### src/verilog/mbus_pkg.sv
`default_nettype none

package mbus_pkg;

	// ----------------------------------------------------------------------
	// Main bus transaction fields
	// ----------------------------------------------------------------------

	// Word address, byte address bits 23:1
	typedef logic [23:1] mbus_addr_t;

	typedef logic [15:0] mbus_data_t;

	// One master request, held steady until dtack
	typedef struct packed {
		logic       valid;
		logic       rnw;
		// Upper and lower data strobes, active low
		logic [1:0] lane_n;
		mbus_addr_t addr;
		mbus_data_t wdata;
	} mbus_req_t;

	typedef struct packed {
		logic       dtack;
		mbus_data_t rdata;
	} mbus_rsp_t;

	// ----------------------------------------------------------------------
	// Bus owner and controller state
	// ----------------------------------------------------------------------

	typedef enum logic [1:0] {
		SRC_NONE,
		SRC_MAIN,
		SRC_SOUND,
		SRC_DMA
	} mbus_src_e;

	typedef enum logic [2:0] {
		ST_IDLE,
		ST_SELECT,
		ST_RAM_READ,
		ST_ROM_READ,
		ST_FINISH
	} mbus_state_e;

endpackage

`default_nettype wire

### src/verilog/map_pkg.sv
`default_nettype none

package map_pkg;

	// ----------------------------------------------------------------------
	// Main CPU memory map
	// ----------------------------------------------------------------------

	// First top nibble past the cartridge ROM region
	localparam logic [3:0] ROM_LIMIT_HI = 4'hA;

	// Sound CPU control registers at A11100 and A11200
	localparam logic [11:0] CTRL_PAGE       = 12'hA11;
	localparam logic [3:0]  CTRL_BUSREQ_SEL = 4'h1;
	localparam logic [3:0]  CTRL_RESET_SEL  = 4'h2;

	// Cartridge bank registers, A130xx
	localparam logic [15:0] BANK_PAGE = 16'hA130;
	localparam int          BANK_COUNT = 8;
	localparam int          BANK_W     = 5;

	// Banking only on carts larger than 2 MB (word address)
	localparam logic [22:0] BANK_THRESHOLD = 23'h100000;

	// Open bus value after reset (a NOP opcode)
	localparam logic [15:0] NO_DATA_RESET = 16'h4E71;

	// ----------------------------------------------------------------------
	// Sound CPU window and work RAM
	// ----------------------------------------------------------------------

	localparam int         SOUND_BAR_W    = 9;
	// Bank window register at 6000-60FF
	localparam logic [6:0] SOUND_BAR_PAGE = 7'h60;

	// 64 KB of work RAM as 32K words
	localparam int RAM_WORDS_W = 15;

endpackage

`default_nettype wire

### src/verilog/cart_mapper.sv
`default_nettype none
`timescale 1ns/1ps

module cart_mapper (
	input  logic                  MCLK,
	input  logic                  reset,
	input  mbus_pkg::mbus_addr_t  addr,
	input  mbus_pkg::mbus_data_t  wdata,
	input  mbus_pkg::mbus_addr_t  rom_size,
	input  logic                  bank_wr,
	input  logic                  rom_start,
	output logic                  rom_done,
	output logic [24:1]           rom_addr,
	output logic                  rom_req,
	input  logic                  rom_ack
);

	logic [map_pkg::BANK_W-1:0] bank [map_pkg::BANK_COUNT];
	logic banking_ok;
	logic banked;
	logic pending;

	// SSF2 style banking needs a cart above 2 MB
	assign banking_ok = rom_size > map_pkg::BANK_THRESHOLD;

	// ----------------------------------------------------------------------
	// Bank registers and ROM request toggle
	// ----------------------------------------------------------------------

	always_ff @(posedge MCLK) begin
		if (reset) begin
			banked <= 1'b0;
			pending <= 1'b0;
			rom_req <= 1'b0;
			// Identity mapping out of reset
			for (int i = 0; i < map_pkg::BANK_COUNT; i++)
				bank[i] <= map_pkg::BANK_W'(i);
		end else begin
			// Register 0 is fixed
			if (bank_wr && banking_ok && addr[3:1] != 3'd0) begin
				bank[addr[3:1]] <= wdata[map_pkg::BANK_W-1:0];
				banked <= 1'b1;
			end

			if (rom_start) begin
				rom_req <= ~rom_req;
				pending <= 1'b1;
			end else if (rom_done) begin
				pending <= 1'b0;
			end
		end
	end

	// Access over once the memory side echoes the toggle
	assign rom_done = pending & (rom_req == rom_ack);

	// ----------------------------------------------------------------------
	// ROM address, 512 KB slots when banked
	// ----------------------------------------------------------------------

	always_comb begin
		if (banked)
			rom_addr = {1'b0, bank[addr[21:19]], addr[18:1]};
		else
			rom_addr = {1'b0, addr};
	end

endmodule

`default_nettype wire

### config.mk
export PLATFORM = sky130hd
export DESIGN_NAME = cart_mapper
export DESIGN_NICKNAME = d
export VERILOG_FILES = /design/src/verilog/mbus_pkg.sv /design/src/verilog/map_pkg.sv /design/src/verilog/cart_mapper.sv
export SDC_FILE = /design/constraint.sdc
export NUM_CORES = 1
export LEC_CHECK = 0
export ABC_AREA = 1
export BUFFER_PORTS_ARGS = -buffer_cell sky130_fd_sc_hd__buf_2
export CAP_MARGIN = 0
export CORE_MARGIN = 3
export CORE_UTILIZATION = 35
export CTS_BUF_LIST = sky130_fd_sc_hd__clkbuf_4 sky130_fd_sc_hd__clkbuf_8
export CTS_CLUSTER_SIZE = 8
export DETAILED_ROUTE_END_ITERATION = 16
export PLACE_DENSITY_LB_ADDON = 0.25
export REMOVE_ABC_BUFFERS = 1
export SLEW_MARGIN = 20
export SYNTH_ARGS = -nofsm -noshare
export SYNTH_HDL_FRONTEND = slang
export SYNTH_SLANG_ARGS = --single-unit
### constraint.sdc
create_clock -name MCLK -period 1.46 [get_ports MCLK]
set_input_delay 0 -clock MCLK [delete_from_list [all_inputs] [get_ports MCLK]]
set_output_delay 0 -clock MCLK [all_outputs]
set_load 0.02 [all_outputs]
==> results.cfg, run 1 <==
[min_path]
holdCritStartpoint = addr[9]
hold_path_class = primary input to primary output

[timing]
max_freq_mhz = 740
rsz0062_at_grt = false
setup_tns_ps = 0
finalMaxSlewViolations = 0
post-route-min-period_ps = 1350
setup_viol = 0
finalHoldViolations = 0
skew_ps = 0.127
finalCritPeriodShare = 0.926

[power]
power.ir.vdd_worst_mv = 0.526
p_leak_nw = 1.12
powerDensity_nw_per_um2 = 1080

[global_route]
grt_pass1_wl_um = 8470
gr-total-overflow = 0
grtUsageTotal = 0.149
antenna_found_initial = 0
grt_max_degree = 19
grt_pass1_vias = 1762

[synth]
postSynthAreaPerCell_um2 = 8.77
synth_edf_count = 40
synth_area_um2 = 2280
synthArstFlopShare = 0
synthMuxAreaShare = 0
synth_fa_ha_area_frac = 0
synth_xor_area_frac = 0.00768
synth_top_area_frac = 0.527
synth_area_leaders = edfxtp_1, nor2_1, nand2_1, buf_4, inv_1
synth_top_area_cell = edfxtp_1
yosysWarnings = 0
synth_cell_type_count = 23
syn-instance-count = 260
ys_seq_area_frac = 0.553
synth-compound-area-share = 0.0614
synthTopCellsByCount = nor2_1, nand2_1, edfxtp_1, inv_1, buf_4
synth-seq-cells = 43
synth-simple-area-share = 0.264
yosysMostFrequentCell = nor2_1
synth_top_flop_cell = edfxtp_1
synth_top_family_by_area = simple AND/OR/NAND/NOR gates

[layout]
area_growth_pct = 18.7
fin_cells = 385
fin_nets = 376
fillerInstances = 584
drive_gt1_frac = 0.235
num_antenna_cells = 0
multi_input_area_um2 = 790
design_area_um2 = 2710
ff_latch_area_um2 = 1260

[clock_network]
clk_pin_slew_ps = 80
cts_root_buf = clkbuf_8
cts_tree = built
postCtsSetupBuffers = 0
h-tree-depth = 2
cts_buffers = 5
clock_sinks = 43
cts_buffer_depth = 2
worstSkewPairLatency_ps = 290

[drt]
ant_nets = 0
routed.top_layer = met4
route.met2.wl_um = 2160
met1_length_um = 2570
drc_errors = 0
wl_per_cell_um = 13.7
met3_wirelength_um = 512
dr.pass1.iters = 4
vias_per_cell = 4.69
drt_iter0_drc = 83
num_vias = 1805
routed_wirelength_um = 5270

[critical_path]
startpoint_type = register
worstPathArrival_ps = 1350
crit_fanout = 5
worstPathRequired_ps = 1460
worstReg2RegStart = rom_req$_SDFFE_PP0P_
critPathCaptureType = primary output
cp-startpoint = banked$_SDFFE_PP0P_
crit_type = register to primary output

[floorplan]
die_w_um = 86.7
start_util = 0.372
die_height_um = 86.7
boundaryPins = 93
die_area_um2 = 7520
rows = 28
coreArea_um2 = 6130

[place]
io_buffer_count = 50
placed_cells = 375
hpwl_um = 3970
gp_congestion = 0.837
placed_area_um2 = 2540

[run_status]
status = finished, final reports clean

[run]
drv_cap = 0
-- cells in the final DEF (no fill, tap or decap) --
master	n
a31oi_4	1
nor3_1	7
xnor2_1	1
nand2_1	54
nor2_1	58
o22ai_1	5
edfxtp_1	40
o211ai_1	1
dlygate4sd3_1	2
a21oi_1	1
nand3_1	15
o21ai_0	15
nand4_1	7
inv_1	22
inv_2	1
nor2_4	1
nand3_4	1
dfxtp_2	1
conb_1	6
nor2_2	1
xor2_1	1
bufinv_16	2
clkinvlp_4	1
buf_4	9
buf_2	50
clkbuf_8	5
dfxtp_1	2
-- cell type report --
type | instances | share of cell area
Multi-Input combinational cell | 175 | 0.292
Inverter | 23 | 0.0319
Timing Repair Buffer | 61 | 0.125
Clock buffer | 5 | 0.0254
Clock inverter | 3 | 0.0250
Sequential cell | 43 | 0.466
Tap cell | 75 | 0.0347
-- registers in the layout, summed over array words and instances, names as in the netlist --
signal / cells
rom_req: 1
bank: 40
pending: 1
banked: 1
-- worst paths after layout --
check | to | slack, ps | cells past startpoint
worst min-delay path | rom_addr[10] | 0.04 | 0
worst max-delay path | rom_addr[20] | 110 | 6
worst max register to register | pending$_SDFFE_PP0P_ | 130 | 4
worst min register to register | rom_req$_SDFFE_PP0P_ | 550 | 2
-- layer usage --
metal / global-route usage / vias to the layer above
met4: 0.0623 / 0
met3: 0.0485 / 4
met1: 0.213 / 762
li1: - / 935
met2: 0.207 / 104
met5: 0 / -
-- logic make-up (layout without fill, tap and decap cells) --
group / Yosys count / in the layout
AO/OA/AOI/OAI: 23 / 23
XOR/XNOR: 2 / 2
buffers and inverters: 47 / 92
flip-flops: 43 / 43
other: 1 / 6
AND/OR/NAND/NOR: 144 / 144
-- critical path, cell delays in order (launching register included) --
cell and delay (ps):
dfxtp_2 370, inv_1 100, nor2_4 140, nand3_1 100, nand3_1 100, o21ai_0 80
buf_2 170
-- per-stage QoR --
step	hold WS, ps	total power, mW	util	setup WS [ps]
after global placement	0.137	1.84	0.414	151
after floorplan	0	1.67	-	307
final	0.0438	2.91	0.441	108
after detailed placement	0.137	1.84	0.414	123
after CTS	0.137	2.94	0.441	35.4
after global routing	0.123	3.05	0.441	8.67
-- where the power goes --
group	total, mW	internal (mW)	switching, mW
registers	1.46	1.42	0.0302
logic	0.365	0.132	0.233
clock network	1.09	0.682	0.412
-- what timing repair did --
item,4_1_cts,5_1_grt
setup endpoints to repair,2,2
hold buffers,2,0
gates resized for setup,2,1
endpoints found under the hold margin,2,0
Note: power is estimated with default switching activity, not from simulation.
==> run 2, diff against run 1 <==
--- a/config.mk
+++ b/config.mk
@@ -9,7 +9,7 @@
 export BUFFER_PORTS_ARGS = -buffer_cell sky130_fd_sc_hd__buf_2
 export CAP_MARGIN = 0
 export CORE_MARGIN = 3
-export CORE_UTILIZATION = 35
+export CORE_UTILIZATION = 42
 export CTS_BUF_LIST = sky130_fd_sc_hd__clkbuf_4 sky130_fd_sc_hd__clkbuf_8
 export CTS_CLUSTER_SIZE = 8
 export DETAILED_ROUTE_END_ITERATION = 16
==> run 2 against run 1 <==
Against the previous run:
- cell area is 0.88% lower
- routed wire length down 1.1%
- global-route usage is 2.3 points higher
- core utilization rose by 7.7 points
- register-to-register slack improved by 510 ps
- hold slack unchanged
- clock skew hardly changed
- power shrank 0.66%
- via count fell by 0.17%
- worst setup slack improved by 48 ps
- critical path type unchanged
- largest cell class unchanged
- largest power group unchanged
- highest routed layer unchanged
==> results.cfg, run 2 (same netlist as run 1, synthesis figures left out) <==
[run_status]
status = finished, final reports clean

[critical_path]
crit_fanout = 1
startpoint_type = register
crit_type = register to primary output
worstPathArrival_ps = 1300
worstPathRequired_ps = 1460
critPathCaptureType = primary output

[clock_network]
cts_buffers = 5
cts_root_buf = clkbuf_8
cts_tree = built
cts_buffer_depth = 2
clock_sinks = 43
h-tree-depth = 2
clk_pin_slew_ps = 80
worstSkewPairLatency_ps = 290
postCtsSetupBuffers = 0

[layout]
num_antenna_cells = 0
layout_commonest_cell = nor2_1
top_register = bank
fin_nets = 374
area_growth_pct = 17.6
final_cell_mix = nor2_1, nand2_1, buf_2
drive_gt1_frac = 0.234
largest_reg_flops = 40

[global_route]
grt_max_degree = 17
grtUsageTotal = 0.173
gr-total-overflow = 0
top_usage_layer = met1
grt_util_met1 = 0.255
grt.met2_usage = 0.240
grt_pass1_wl_um = 8300
antenna_found_initial = 0
met3_usage = 0.0576
grt_pass1_vias = 1654

[place]
gp_congestion = 0.823
io_buffer_count = 50
hpwl_um = 3990
dp_slack_ps = 68.0

[floorplan]
start_util = 0.441
rows = 26
die_w_um = 79.7
die_area_um2 = 6350
die_height_um = 79.7
boundaryPins = 93
coreArea_um2 = 5170

[timing]
max_freq_mhz = 767
skew_ps = 0.244
post-route-min-period_ps = 1300
setup_viol = 0
finalHoldViolations = 0
finalMaxSlewViolations = 0
hold-worst-slack_ps = 0.0438
finalCritPeriodShare = 0.893
rsz0062_at_grt = false
fin_ws_ps = 156
setup_tns_ps = 0

[drt]
drt_iter0_drc = 102
wl_per_cell_um = 13.8
dr.pass1.iters = 4
vias_per_cell = 4.77
num_vias = 1802
ant_nets = 0
routed_wirelength_um = 5220
drc_errors = 0

[min_path]
hold_path_class = primary input to primary output

[power]
p_leak_nw = 1.11
power.ir.vdd_worst_mv = 0.516
powerDensity_nw_per_um2 = 1080

[run]
drv_cap = 0
run 2: final timing paths:
| check | from | to | slack (ps) | cells after the start |
|---|---|---|---|---|
| worst max-delay path | bank[1][4]$_SDFFCE_PN0P_ | rom_addr[23] | 160 | 5 |
| worst min-delay path | addr[9] | rom_addr[10] | 0.04 | 0 |
| worst max register to register | rom_req$_SDFFE_PP0P_ | pending$_SDFFE_PP0P_ | 640 | 3 |
| worst min register to register | pending$_SDFFE_PP0P_ | pending$_SDFFE_PP0P_ | 470 | 2 |
run 2: power by group:
part	internal (mW)	total (mW)	switching [mW]	leakage (nW)
logic	0.129	0.360	0.231	0.636
registers	1.43	1.46	0.0313	0.414
clock network	0.682	1.08	0.397	0.0644
total	2.24	2.90	0.659	1.11
run 2: area by class of cell:
type | instances | area [um2]
flip-flops and latches | 43 | 1260
well taps | 70 | 87.6
fillers | 498 | 2490
clock buffers | 5 | 68.8
repair buffers | 59 | 320
clock inverters | 3 | 67.6
multi-input cells | 175 | 790
inverters | 23 | 86.3
run 2: critical path, cell delays in order (launching register included):
cell and delay (ps):
edfxtp_1 400, o21ai_0 180, o22ai_1 110, nand2_1 80, nand3_1 80, buf_2 160
run 2: per-layer routing:
layer	up-vias	part of all wire
met5	-	0
met4	0	0.013
met3	4	0.094
met2	84	0.42
met1	784	0.47
li1	930	-
run 2: repair_timing:
action	in CTS	in global routing
setup endpoints to repair	1	2
endpoints found under the hold margin	2	0
gates cloned	0	0
resized for setup	1	2
hold buffers	1	0
run 2: stage by stage:
stage | utilization | power, mW | instances | instance area (um2)
2_1_floorplan | - | 1.67 | 241 | 2130
3_3_place_gp | 0.489 | 1.83 | 369 | 2530
3_5_place_dp | 0.489 | 1.84 | 369 | 2530
4_1_cts | 0.517 | 2.91 | 378 | 2680
5_1_grt | 0.519 | 3.01 | 378 | 2680
6_report | 0.519 | 2.90 | 378 | 2680
