--- src/verilog/mbus_pkg.sv ---
`default_nettype none

package mbus_pkg;

	// ----------------------------------------------------------------------
	// Main bus transaction fields
	// ----------------------------------------------------------------------

	// Word address, byte address bits 23:1
	typedef logic [23:1] mbus_addr_t;

	typedef logic [15:0] mbus_data_t;

	// One master request, held steady until dtack
	typedef struct packed {
		logic       valid;
		logic       rnw;
		// Upper and lower data strobes, active low
		logic [1:0] lane_n;
		mbus_addr_t addr;
		mbus_data_t wdata;
	} mbus_req_t;

	typedef struct packed {
		logic       dtack;
		mbus_data_t rdata;
	} mbus_rsp_t;

	// ----------------------------------------------------------------------
	// Bus owner and controller state
	// ----------------------------------------------------------------------

	typedef enum logic [1:0] {
		SRC_NONE,
		SRC_MAIN,
		SRC_SOUND,
		SRC_DMA
	} mbus_src_e;

	typedef enum logic [2:0] {
		ST_IDLE,
		ST_SELECT,
		ST_RAM_READ,
		ST_ROM_READ,
		ST_FINISH
	} mbus_state_e;

endpackage

`default_nettype wire

--- src/verilog/map_pkg.sv ---
`default_nettype none

package map_pkg;

	// ----------------------------------------------------------------------
	// Main CPU memory map
	// ----------------------------------------------------------------------

	// First top nibble past the cartridge ROM region
	localparam logic [3:0] ROM_LIMIT_HI = 4'hA;

	// Sound CPU control registers at A11100 and A11200
	localparam logic [11:0] CTRL_PAGE       = 12'hA11;
	localparam logic [3:0]  CTRL_BUSREQ_SEL = 4'h1;
	localparam logic [3:0]  CTRL_RESET_SEL  = 4'h2;

	// Cartridge bank registers, A130xx
	localparam logic [15:0] BANK_PAGE = 16'hA130;
	localparam int          BANK_COUNT = 8;
	localparam int          BANK_W     = 5;

	// Banking only on carts larger than 2 MB (word address)
	localparam logic [22:0] BANK_THRESHOLD = 23'h100000;

	// Open bus value after reset (a NOP opcode)
	localparam logic [15:0] NO_DATA_RESET = 16'h4E71;

	// ----------------------------------------------------------------------
	// Sound CPU window and work RAM
	// ----------------------------------------------------------------------

	localparam int         SOUND_BAR_W    = 9;
	// Bank window register at 6000-60FF
	localparam logic [6:0] SOUND_BAR_PAGE = 7'h60;

	// 64 KB of work RAM as 32K words
	localparam int RAM_WORDS_W = 15;

endpackage

`default_nettype wire

--- src/verilog/mbus_arbiter.sv ---
`default_nettype none
`timescale 1ns/1ps

module mbus_arbiter (
	input  logic                  MCLK,
	input  logic                  reset,
	input  mbus_pkg::mbus_req_t   main_req,
	input  mbus_pkg::mbus_req_t   sound_req,
	input  mbus_pkg::mbus_req_t   dma_req,
	output mbus_pkg::mbus_rsp_t   main_rsp,
	output mbus_pkg::mbus_rsp_t   sound_rsp,
	output mbus_pkg::mbus_rsp_t   dma_rsp,
	input  logic                  bus_idle,
	output mbus_pkg::mbus_req_t   bus_req,
	output mbus_pkg::mbus_src_e   bus_src,
	input  mbus_pkg::mbus_rsp_t   bus_rsp
);

	mbus_pkg::mbus_src_e gnt;
	mbus_pkg::mbus_src_e sel;
	mbus_pkg::mbus_req_t snd_bus_req;
	mbus_pkg::mbus_req_t dma_bus_req;
	logic [map_pkg::SOUND_BAR_W-1:0] bar;
	logic       snd_local;
	logic       snd_bar_wr;
	logic       snd_ack;
	logic [7:0] snd_byte;

	// ----------------------------------------------------------------------
	// Request shaping per master
	// ----------------------------------------------------------------------

	// Sound: only 8000-FFFF reaches the main bus, through the bank window
	always_comb begin
		snd_bus_req = sound_req;
		snd_bus_req.valid = sound_req.valid & sound_req.addr[15];
		snd_bus_req.addr = {bar, sound_req.addr[14:1]};
		snd_bus_req.wdata = {sound_req.wdata[7:0], sound_req.wdata[7:0]};
	end

	// DMA always reads full words
	always_comb begin
		dma_bus_req = dma_req;
		dma_bus_req.rnw = 1'b1;
		dma_bus_req.lane_n = 2'b00;
		dma_bus_req.wdata = '0;
	end

	// ----------------------------------------------------------------------
	// Fixed priority grant, only while the controller is idle
	// ----------------------------------------------------------------------

	always_comb begin
		sel = gnt;
		if (gnt == mbus_pkg::SRC_NONE && bus_idle) begin
			if (main_req.valid)
				sel = mbus_pkg::SRC_MAIN;
			else if (snd_bus_req.valid)
				sel = mbus_pkg::SRC_SOUND;
			else if (dma_bus_req.valid)
				sel = mbus_pkg::SRC_DMA;
		end
	end

	always_comb begin
		case (sel)
			mbus_pkg::SRC_MAIN:  bus_req = main_req;
			mbus_pkg::SRC_SOUND: bus_req = snd_bus_req;
			mbus_pkg::SRC_DMA:   bus_req = dma_bus_req;
			default:             bus_req = '0;
		endcase
	end

	assign bus_src = sel;

	// Held until the owner drops valid
	always_ff @(posedge MCLK) begin
		if (reset)
			gnt <= mbus_pkg::SRC_NONE;
		else
			gnt <= bus_req.valid ? sel : mbus_pkg::SRC_NONE;
	end

	// ----------------------------------------------------------------------
	// Sound accesses answered here: window writes and unmapped space
	// ----------------------------------------------------------------------

	assign snd_local = sound_req.valid & ~sound_req.addr[15];
	assign snd_bar_wr = snd_local & ~snd_ack & ~sound_req.rnw &
		(sound_req.addr[15:8] == {1'b0, map_pkg::SOUND_BAR_PAGE});

	always_ff @(posedge MCLK) begin
		if (reset) begin
			snd_ack <= 1'b0;
			bar <= '0;
		end else begin
			snd_ack <= snd_local;
			// One bit per write, shifted in from the top
			if (snd_bar_wr)
				bar <= {sound_req.wdata[0], bar[map_pkg::SOUND_BAR_W-1:1]};
		end
	end

	// ----------------------------------------------------------------------
	// Response routing
	// ----------------------------------------------------------------------

	// Odd byte sits on the lower lane
	assign snd_byte = sound_req.lane_n[1] ? bus_rsp.rdata[7:0] : bus_rsp.rdata[15:8];

	assign main_rsp.dtack = (gnt == mbus_pkg::SRC_MAIN) & bus_rsp.dtack;
	assign main_rsp.rdata = bus_rsp.rdata;

	assign dma_rsp.dtack = (gnt == mbus_pkg::SRC_DMA) & bus_rsp.dtack;
	assign dma_rsp.rdata = bus_rsp.rdata;

	assign sound_rsp.dtack = snd_ack | ((gnt == mbus_pkg::SRC_SOUND) & bus_rsp.dtack);
	assign sound_rsp.rdata = snd_ack ? 16'hFFFF : {8'hFF, snd_byte};

endmodule

`default_nettype wire

--- config.mk ---
export PLATFORM = sky130hd
export DESIGN_NAME = mbus_arbiter
export DESIGN_NICKNAME = d
export VERILOG_FILES = /design/src/verilog/mbus_pkg.sv /design/src/verilog/map_pkg.sv /design/src/verilog/mbus_arbiter.sv
export SDC_FILE = /design/constraint.sdc
export NUM_CORES = 1
export LEC_CHECK = 0
export BUFFER_PORTS_ARGS = -buffer_cell sky130_fd_sc_hd__buf_2
export CORE_AREA = 8 8 89 91
export CTS_BUF_LIST = sky130_fd_sc_hd__clkbuf_8
export DETAILED_ROUTE_END_ITERATION = 8
export DIE_AREA = 0 0 97 99
export GPL_ROUTABILITY_DRIVEN = 0
export PLACE_DENSITY = 0.72
export SYNTH_ARGS = -nofsm -noshare
export SYNTH_HDL_FRONTEND = slang
export SYNTH_SLANG_ARGS = --single-unit
--- constraint.sdc ---
create_clock -name MCLK -period 1.7 [get_ports MCLK]
set_clock_uncertainty 0.1 [all_clocks]
set_input_delay 0 -clock MCLK [delete_from_list [all_inputs] [get_ports MCLK]]
set_output_delay 0 -clock MCLK [all_outputs]
set_load 0.02 [all_outputs]
==> impl_metrics.tcl, run 1 <==
set metrics [dict create \
    rows 30 \
    final_nets 521 \
    fin_crit_sh 0.9735 \
    grt_pass1_wl_um 11210 \
    p_per_area_mw_per_mm2 552.7 \
    placed_area_mm2 0.002545 \
    cp.required_ns 1.60 \
    end_kind "primary output" \
    wl_per_cell_um 16.14 \
    synth_top_family_by_area "compound AO/OA/AOI/OAI gates" \
    design_area_mm2 0.002736 \
    die_area_mm2 0.009603 \
    drv_slew 0 \
    ant_nets 0 \
    p_int_uw 876.3 \
    final.fill_count 670 \
    path_class "flop to primary output" \
    min_from "sound_req[42]" \
    stdcell_count 451 \
    p_sw_uw 636.1 \
    layout-drive-gt1-share 0.6226 \
    fp.dieH_um 99 \
    synth_area_leaders "mux2i_1 (19%), buf_4 (18%), dfxtp_1 (14%)" \
    synthMuxAreaShare 0.1856 \
    cts_max_level 1 \
    path_max_fanout 14 \
    synthAdderAreaFrac 0 \
    synth_cell_types 34 \
    path_clk_slew_ns 0.05 \
    first_global_vias 2195 \
    hold_viol_final 0 \
    rsz0062_at_grt "true" \
    holdWs_ns 0.1315 \
    reg2reg_depth 5 \
    grtUsageTotal 0.1358 \
    critPathLaunchType "flop" \
    clock.fmax_mhz 604.2 \
    synthCells 200 \
    via_per_inst 4.670 \
    antenna_cells 0 \
    rr_endpoint "bar[1]$_SDFFE_PP0P_" \
    multiInputGateArea_mm2 0.001119 \
    port-buffer-count 201 \
    syn_area_mm2 0.001725 \
    status "finished clean" \
    hold_path_class "primary input to flop" \
    holdPathStages 4 \
    avgSynthCellArea_um2 8.627 \
    regArea_um2 247.7 \
    dp_cells 438 \
    combPwrFrac 0.609 \
    io_pins 245 \
    core_area_mm2 0.006569 \
    ys_seq_area_frac 0.1392 \
    antenna_found_initial 0 \
    clk_latency_ns 0.23 \
    switching_share 0.4206 \
    drv_cap 0 \
    synth_xor_area_frac 0 \
    peakVddDrop_uv 277.6 \
    hold_end "gnt[0]$_SDFF_PP0_" \
    synth_compound_area_frac 0.3176 \
    power_leakage_nw 1.636 \
    start_util 0.2627 \
    firstDrtPassIters 4 \
    areaGrowthSynthToFinish_pct 58.59 \
    post-place-ws_ns 0.02409 \
    pwr-share-seq 0.190 \
    clk_path_buf_depth 2 \
    grt_max_degree 23 \
    grt-ovfl-total 0 \
    drc 0 \
    dp_hpwl_um 6014 \
    die_w_um 97 \
    ff2ff_setup_slack_ns 0.40 \
    final_util 0.4166 \
    synth_area_leader_cell "mux2i_1" \
    power.share.clock 0.201 \
    cts_buffers 3 \
    period_needed_ns 1.655 \
    yosys_warnings 0 \
    clkSinkCount 12 \
    yosys.area_share.simple 0.1044 \
    cts_tree "built" \
    cts_root_buf "clkbuf_8" \
    drt-initial-drc-count 48 \
    routed_wl_um 7281 \
    via_count 2106 \
    synth_top_area_frac 0.1856 \
    postLayoutSetupSlackWorst_ns 0.04502 \
    final-setup-viol-count 0 \
    rr_startpoint "snd_ack$_SDFF_PP0_" \
    ys_seq_elements 12 \
    worst_ep_arrival_time_ns 1.55 \
]
## per-stage QoR
step                TNS [ns]  total power, mW
global route        -0.04273            1.604
floorplan                  0           0.8772
detailed placement         0            1.173
finish                     0            1.512
global placement           0            1.162
CTS                  -0.1761            1.521
## flip-flops by register name (all words and copies together) (netlist names)
register  flops
snd_ack       1
gnt           2
bar           9
## logic make-up (layout without fill, tap and decap cells)
group                  Yosys count  after routing
AO/OA/AOI/OAI                   61             61
other                            1              8
multiplexers                    32             32
flip-flops                      12             12
AND/OR/NAND/NOR                 33             33
buffers and inverters           61            225
## cell usage in the layout, fill, tap and decap left out, types with 8 or more instances in the layout
cell,netlist,final
a211o_1,8,8
a22o_1,18,18
buf_2,8,198
buf_4,41,9
conb_1,1,8
dfxtp_1,12,10
mux2i_1,32,29
nor2_1,12,11
nor2b_1,8,8
o2bb2ai_1,23,23
## cell type report
cell class,count,area share
timing repair buffer,216,0.4362
tap,80,0.03658
sequential,12,0.09054
multi-input combinational,134,0.4088
clock buffer,4,0.02012
inverter,5,0.007773
## per-layer routing
layer	part of all wire	GRT usage	routed length [µm]	up-vias
met1	0.42	0.1657	3075	969
li1	-	-	-	1043
met4	0.0029	0.01775	21	0
met2	0.51	0.2375	3685	92
met5	0	0	0	-
met3	0.069	0.03499	499	2
## critical path, stage by stage, from the launching register on
cell       delay (ns)
dfxtp_4          0.37
a41oi_4          0.24
buf_12           0.21
mux2i_2          0.25
o2bb2ai_1        0.09
buf_2            0.16
## synth_stat cells
master / n
buf_12: 2
a31oi_4: 1
buf_6: 1
nand3_1: 2
conb_1: 1
nand2_1: 3
o21ai_0: 1
buf_2: 8
nand2b_2: 1
a22oi_1: 1
and4bb_2: 1
dfxtp_1: 12
a2bb2oi_1: 1
a41oi_1: 1
nor2_2: 1
mux2i_1: 32
inv_2: 1
a22o_1: 18
nor2_1: 12
a21boi_0: 1
o2bb2ai_2: 1
a21oi_1: 1
nor3_1: 1
nor4b_1: 1
nor3b_1: 3
a31o_2: 1
inv_1: 4
a41oi_2: 1
clkbuf_1: 4
a211o_1: 8
buf_4: 41
a21o_1: 2
nor2b_1: 8
o2bb2ai_1: 23
## power by group through the flow
| stage | clock [mW] | combinational, mW | sequential, mW |
|---|---|---|---|
| 6_report | 0.304 | 0.921 | 0.288 |
| 3_5_place_dp | 0 | 0.875 | 0.298 |
| 4_1_cts | 0.315 | 0.916 | 0.289 |
| 5_1_grt | 0.327 | 0.990 | 0.288 |
| 2_1_floorplan | 0 | 0.586 | 0.291 |
| 3_3_place_gp | 0 | 0.864 | 0.298 |
## repair_timing
item	CTS	global route
gates resized for setup	9	8
setup buffers	2	3
gates cloned	1	0
endpoints found under the setup margin	44	43
hold buffers	4	0
pin swaps	1	2
hold endpoints to repair	10	0
## how the worst max path moves through the flow
stage | end | cells past startpoint | slack, ns | start
global placement | bus_req[26] | 6 | 0.06 | gnt[0]$_SDFF_PP0_
finish | bus_req[26] | 5 | 0.05 | gnt[1]$_SDFF_PP0_
floorplan | bus_req[41] | 6 | 0.13 | gnt[1]$_SDFF_PP0_
global route | bus_req[38] | 5 | -0.01 | gnt[1]$_SDFF_PP0_
detailed placement | bus_req[7] | 4 | 0.02 | gnt[0]$_SDFF_PP0_
CTS | bus_req[37] | 7 | -0.03 | gnt[0]$_SDFF_PP0_
(Power assumes the default switching activity.)
==> inputs of run 2 (changes only) <==
--- a/config.mk
+++ b/config.mk
@@ -5,13 +5,14 @@
 export SDC_FILE = /design/constraint.sdc
 export NUM_CORES = 1
 export LEC_CHECK = 0
+export ABC_CLOCK_PERIOD_IN_PS = 2100
 export BUFFER_PORTS_ARGS = -buffer_cell sky130_fd_sc_hd__buf_2
-export CORE_AREA = 8 8 89 91
+export CORE_AREA = 8 8 90 92
 export CTS_BUF_LIST = sky130_fd_sc_hd__clkbuf_8
 export DETAILED_ROUTE_END_ITERATION = 8
-export DIE_AREA = 0 0 97 99
+export DIE_AREA = 0 0 98 100
 export GPL_ROUTABILITY_DRIVEN = 0
-export PLACE_DENSITY = 0.72
+export PLACE_DENSITY = 0.71
 export SYNTH_ARGS = -nofsm -noshare
 export SYNTH_HDL_FRONTEND = slang
 export SYNTH_SLANG_ARGS = --single-unit
==> constraint.sdc (replaced) <==
create_clock -name MCLK -period 2.1 [get_ports MCLK]
set_clock_uncertainty 0.1 [all_clocks]
set_input_delay 0 -clock MCLK [delete_from_list [all_inputs] [get_ports MCLK]]
set_output_delay 0 -clock MCLK [all_outputs]
set_load 0.02 [all_outputs]
==> impl_metrics.tcl, run 2 (synthesis results as in run 1) <==
set metrics [dict create \
    finalPower_mw 1.183 \
    clock.fmax_mhz 498.0 \
    mostFrequentLayoutCell "buf_2" \
    rsz0062_at_grt "false" \
    first_global_vias 2141 \
    slowest_delay_ns 0.55 \
    hold_path_class "primary input to primary output" \
    cts_buffers 3 \
    areaGrowthSynthToFinish_pct 51.56 \
    fin_tns_setup_ns 0 \
    status "finished clean" \
    cts_hold_buf 4 \
    grt_pass1_wl_um 10730 \
    cts.repair.resized 0 \
    power_leakage_nw 1.604 \
    top_register "bar" \
    port-buffer-count 201 \
    ant_nets 0 \
    clk_latency_ns 0.24 \
    die_area_mm2 0.009800 \
    drc 0 \
    final.fill_count 703 \
    cp_cell_sequence "dlygate4sd3_1 -> buf_2 -> a21o_1 -> a41oi_4 -> buf_12 -> mux2i_1 -> o2bb2ai_2 -> buf_2" \
    rows 30 \
    drt-initial-drc-count 43 \
    die_w_um 98 \
    antenna_found_initial 0 \
    period_needed_ns 2.008 \
    path_max_fanout 27 \
    via_count 2033 \
    layout-drive-gt1-share 0.6011 \
    final_nets 516 \
    fin_crit_sh 0.9562 \
    met2WireLength_um 3546 \
    clkSinkCount 12 \
    routed_wl_um 7059 \
    dp_hpwl_um 6062 \
    cpMostUsedCell "buf_2" \
    fp.dieH_um 100 \
    cts_setup_buffers 0 \
    dr_wl_met3_um 610 \
    path_class "primary input to primary output" \
    end_kind "primary output" \
    cts_tree "built" \
    grt_max_degree 28 \
    p_per_area_mw_per_mm2 452.6 \
    firstDrtPassIters 4 \
    io_pins 245 \
    worst_ep_arrival_time_ns 1.91 \
    core_area_mm2 0.006644 \
    start_util 0.2597 \
    highest_layer "met4" \
    drv_slew 0 \
    cts_max_level 1 \
    cp.required_ns 2.00 \
    critPathLaunchType "primary input" \
    cts_root_buf "clkbuf_8" \
    via_per_inst 4.558 \
    wl_met1_um 2876 \
    final-setup-viol-count 0 \
    holdWs_ns 0.1427 \
    grt-ovfl-total 0 \
    critPathSlowestCell "dlygate4sd3_1" \
    grtUsageTotal 0.1293 \
    largest_reg_flops 9 \
    final_cell_mix "buf_2 (201), mux2i_1 (32), o2bb2ai_1 (23), a22o_1 (18), dfxtp_1 (12)" \
    hold_viol_final 0 \
    drv_cap 0 \
    wl_per_cell_um 15.83 \
    antenna_cells 0 \
    peakVddDrop_uv 338.2 \
    largestRegisters "bar (9), gnt (2), snd_ack (1)" \
    clk_path_buf_depth 2 \
]
run 2: per-layer routing:
metal / GRT usage / vias to the layer above
met5: 0 / -
met4: 0.007194 / 0
met3: 0.04983 / 4
met2: 0.2350 / 91
met1: 0.1453 / 908
li1: - / 1030
run 2: critical path, delay by kind of cell:
family	cells	cell delay [ns]
muxes	1	0.24
AOI/OAI and AO/OA	3	0.54
buffers and inverters	4	1.11
run 2: where the power goes:
group,internal (mW),switching [mW]
clock network,0.165,0.0815
registers,0.231,0.00833
logic,0.284,0.414
total,0.680,0.504
run 2: worst paths after layout:
check / from / to / slack [ns] / cells past startpoint
setup reg to reg: snd_ack$_SDFF_PP0_ / bar[8]$_SDFFE_PP0P_ / 0.50 / 5
hold reg to reg: bar[0]$_SDFFE_PP0P_ / bar[0]$_SDFFE_PP0P_ / 0.41 / 2
setup / recovery: sound_req[30] / bus_req[28] / 0.09 / 8
hold / removal: bus_rsp[12] / dma_rsp[12] / 0.14 / 2
run 2: through the flow:
step | instance area [µm²] | util | instances | setup slack (ns)
after floorplan | 1752 | - | 207 | 0.5265
after global placement | 2520 | 0.3793 | 438 | 0.4590
after detailed placement | 2520 | 0.3793 | 438 | 0.4256
after CTS | 2615 | 0.3936 | 446 | 0.09220
after global routing | 2615 | 0.3936 | 446 | 0.003472
final | 2615 | 0.3936 | 446 | 0.09192
run 2: area by class of cell:
type                            count  area, µm²  area share
Timing Repair Buffer              211       1104      0.4220
Multi-Input combinational cell    134       1097      0.4196
Sequential cell                    12      240.2     0.09187
Tap cell                           80      100.1     0.03828
Clock buffer                        4      55.05     0.02105
Inverter                            5      18.77    0.007177
==> inputs of run 3 (changes only) <==
--- a/config.mk
+++ b/config.mk
@@ -5,14 +5,14 @@
 export SDC_FILE = /design/constraint.sdc
 export NUM_CORES = 1
 export LEC_CHECK = 0
-export ABC_CLOCK_PERIOD_IN_PS = 2100
+export ABC_CLOCK_PERIOD_IN_PS = 2200
 export BUFFER_PORTS_ARGS = -buffer_cell sky130_fd_sc_hd__buf_2
-export CORE_AREA = 8 8 90 92
+export CORE_AREA = 8 8 89 91
 export CTS_BUF_LIST = sky130_fd_sc_hd__clkbuf_8
 export DETAILED_ROUTE_END_ITERATION = 8
-export DIE_AREA = 0 0 98 100
+export DIE_AREA = 0 0 97 99
 export GPL_ROUTABILITY_DRIVEN = 0
-export PLACE_DENSITY = 0.71
+export PLACE_DENSITY = 0.72
 export SYNTH_ARGS = -nofsm -noshare
 export SYNTH_HDL_FRONTEND = slang
 export SYNTH_SLANG_ARGS = --single-unit
==> constraint.sdc (replaced) <==
create_clock -name MCLK -period 2.2 [get_ports MCLK]
set_clock_uncertainty 0.1 [all_clocks]
set_input_delay 0 -clock MCLK [delete_from_list [all_inputs] [get_ports MCLK]]
set_output_delay 0 -clock MCLK [all_outputs]
set_load 0.02 [all_outputs]
==> impl_metrics.tcl, run 3 (synthesis results as in run 1) <==
set metrics [dict create \
    areaGrowthSynthToFinish_pct 53.66 \
    clock.fmax_mhz 494.7 \
    fin_crit_sh 0.9188 \
    power_leakage_nw 1.620 \
    finalPower_mw 1.138 \
    critical_path.top_delay_family "buffers and inverters" \
    drv_slew 0 \
    period_needed_ns 2.021 \
    cts_buffers 3 \
    drc 0 \
    via_per_inst 4.651 \
    holdPathStages 2 \
    grt_pass1_wl_um 10900 \
    drv_cap 0 \
    port-buffer-count 201 \
    firstDrtPassIters 4 \
    dp_cells 438 \
    routed_wl_um 7131 \
    grt_max_degree 28 \
    start_util 0.2627 \
    cts_max_level 1 \
    path_class "primary input to primary output" \
    core_area_mm2 0.006569 \
    ant_nets 0 \
    cp_cell_sequence "dlygate4sd3_1 -> buf_2 -> a21o_1 -> a41oi_4 -> buf_12 -> mux2i_1 -> o2bb2ai_1 -> buf_2" \
    stdcell_count 447 \
    status "finished clean" \
    wl_per_cell_um 15.95 \
    postLayoutSetupSlackWorst_ns 0.1787 \
    final_util 0.4036 \
    antenna_found_initial 0 \
    fin_tns_setup_ns 0 \
    hold_viol_final 0 \
    grt-ovfl-total 0 \
    cp.required_ns 2.10 \
    final_nets 517 \
    io_pins 245 \
    clkSinkCount 12 \
    rsz0062_at_grt "false" \
    worst_ep_arrival_time_ns 1.92 \
    critical_path_buf_inv_count 4 \
    cpMostUsedCell "buf_2" \
    holdWs_ns 0.1452 \
    antenna_cells 0 \
    critPathSlowestCell "dlygate4sd3_1" \
    peakVddDrop_uv 255.2 \
    path_max_fanout 27 \
    drt-initial-drc-count 59 \
    design_area_mm2 0.002651 \
    die_w_um 97 \
    crit_cells 8 \
    largestRegisters "bar (9), gnt (2), snd_ack (1)" \
    layout-drive-gt1-share 0.6022 \
    dp_hpwl_um 6031 \
    critPathLaunchType "primary input" \
    grtUsageTotal 0.1327 \
    post-place-ws_ns 0.5254 \
    first_global_vias 2136 \
    cts_tree "built" \
    hold_path_class "primary input to primary output" \
    end_kind "primary output" \
    fp.dieH_um 99 \
    top_register "bar" \
    clk_path_buf_depth 2 \
    cts_root_buf "clkbuf_8" \
    cts_setup_buffers 0 \
    via_count 2079 \
    die_area_mm2 0.009603 \
    clk_latency_ns 0.24 \
    slowest_delay_ns 0.53 \
    reg2reg_depth 6 \
    rows 30 \
    placed_area_mm2 0.002545 \
    final-setup-viol-count 0 \
    final_cell_mix "buf_2 (201), mux2i_1 (32), o2bb2ai_1 (23), a22o_1 (18)" \
    p_per_area_mw_per_mm2 429.3 \
    largest_reg_flops 9 \
    mostFrequentLayoutCell "buf_2" \
]
==> run 3: cell count changes in the layout (fill, tap and decap cells not counted) <==
cell | before | now
buf_12 | 1 | 3
dfxtp_1 | 12 | 11
dfxtp_2 | 0 | 1
buf_4 | 5 | 3
dlygate4sd3_1 | 4 | 5
==> run 3: what timing repair did <==
action,CTS,global route
gates resized for setup,0,1
endpoints found under the hold margin,10,0
hold buffers,5,0
setup endpoints to repair,0,1
==> run 3: worst paths after layout <==
path                             from             endpoint  slack [ns]
setup / recovery        sound_req[30]          bus_req[26]        0.18
hold / removal            bus_rsp[13]         main_rsp[13]        0.15
setup reg to reg   snd_ack$_SDFF_PP0_  bar[8]$_SDFFE_PP0P_        0.19
hold reg to reg   bar[0]$_SDFFE_PP0P_  bar[0]$_SDFFE_PP0P_        0.41
==> run 3: worst register-to-register path, delay by kind of cell (launching register included) <==
family,cells,cell delay (ns)
simple gates,3,0.41
flops,1,0.44
buf+inv,2,0.75
mux,1,0.20
==> run 3: metal layers <==
layer	GRT usage	vias to the layer above	share of wire
met5	0	-	0
met3	0.03779	2	0.074
li1	-	1037	-
met4	0.02130	0	0.0041
met2	0.2380	93	0.51
met1	0.1539	947	0.41
==> run 3: cell type report <==
| class | count | area (µm²) |
|---|---|---|
| inverters | 5 | 18.77 |
| fillers | 673 | 3918 |
| multi-input cells | 134 | 1097 |
| flip-flops and latches | 12 | 241.5 |
| well taps | 80 | 100.1 |
| clock buffers | 4 | 55.05 |
| repair buffers | 212 | 1139 |
==> run 3: report_power, final <==
group	total [mW]	internal, mW	switching, mW	leakage, nW
logic	0.677	0.278	0.398	1.49
clock network	0.233	0.158	0.0756	0.0288
registers	0.228	0.220	0.00756	0.0973
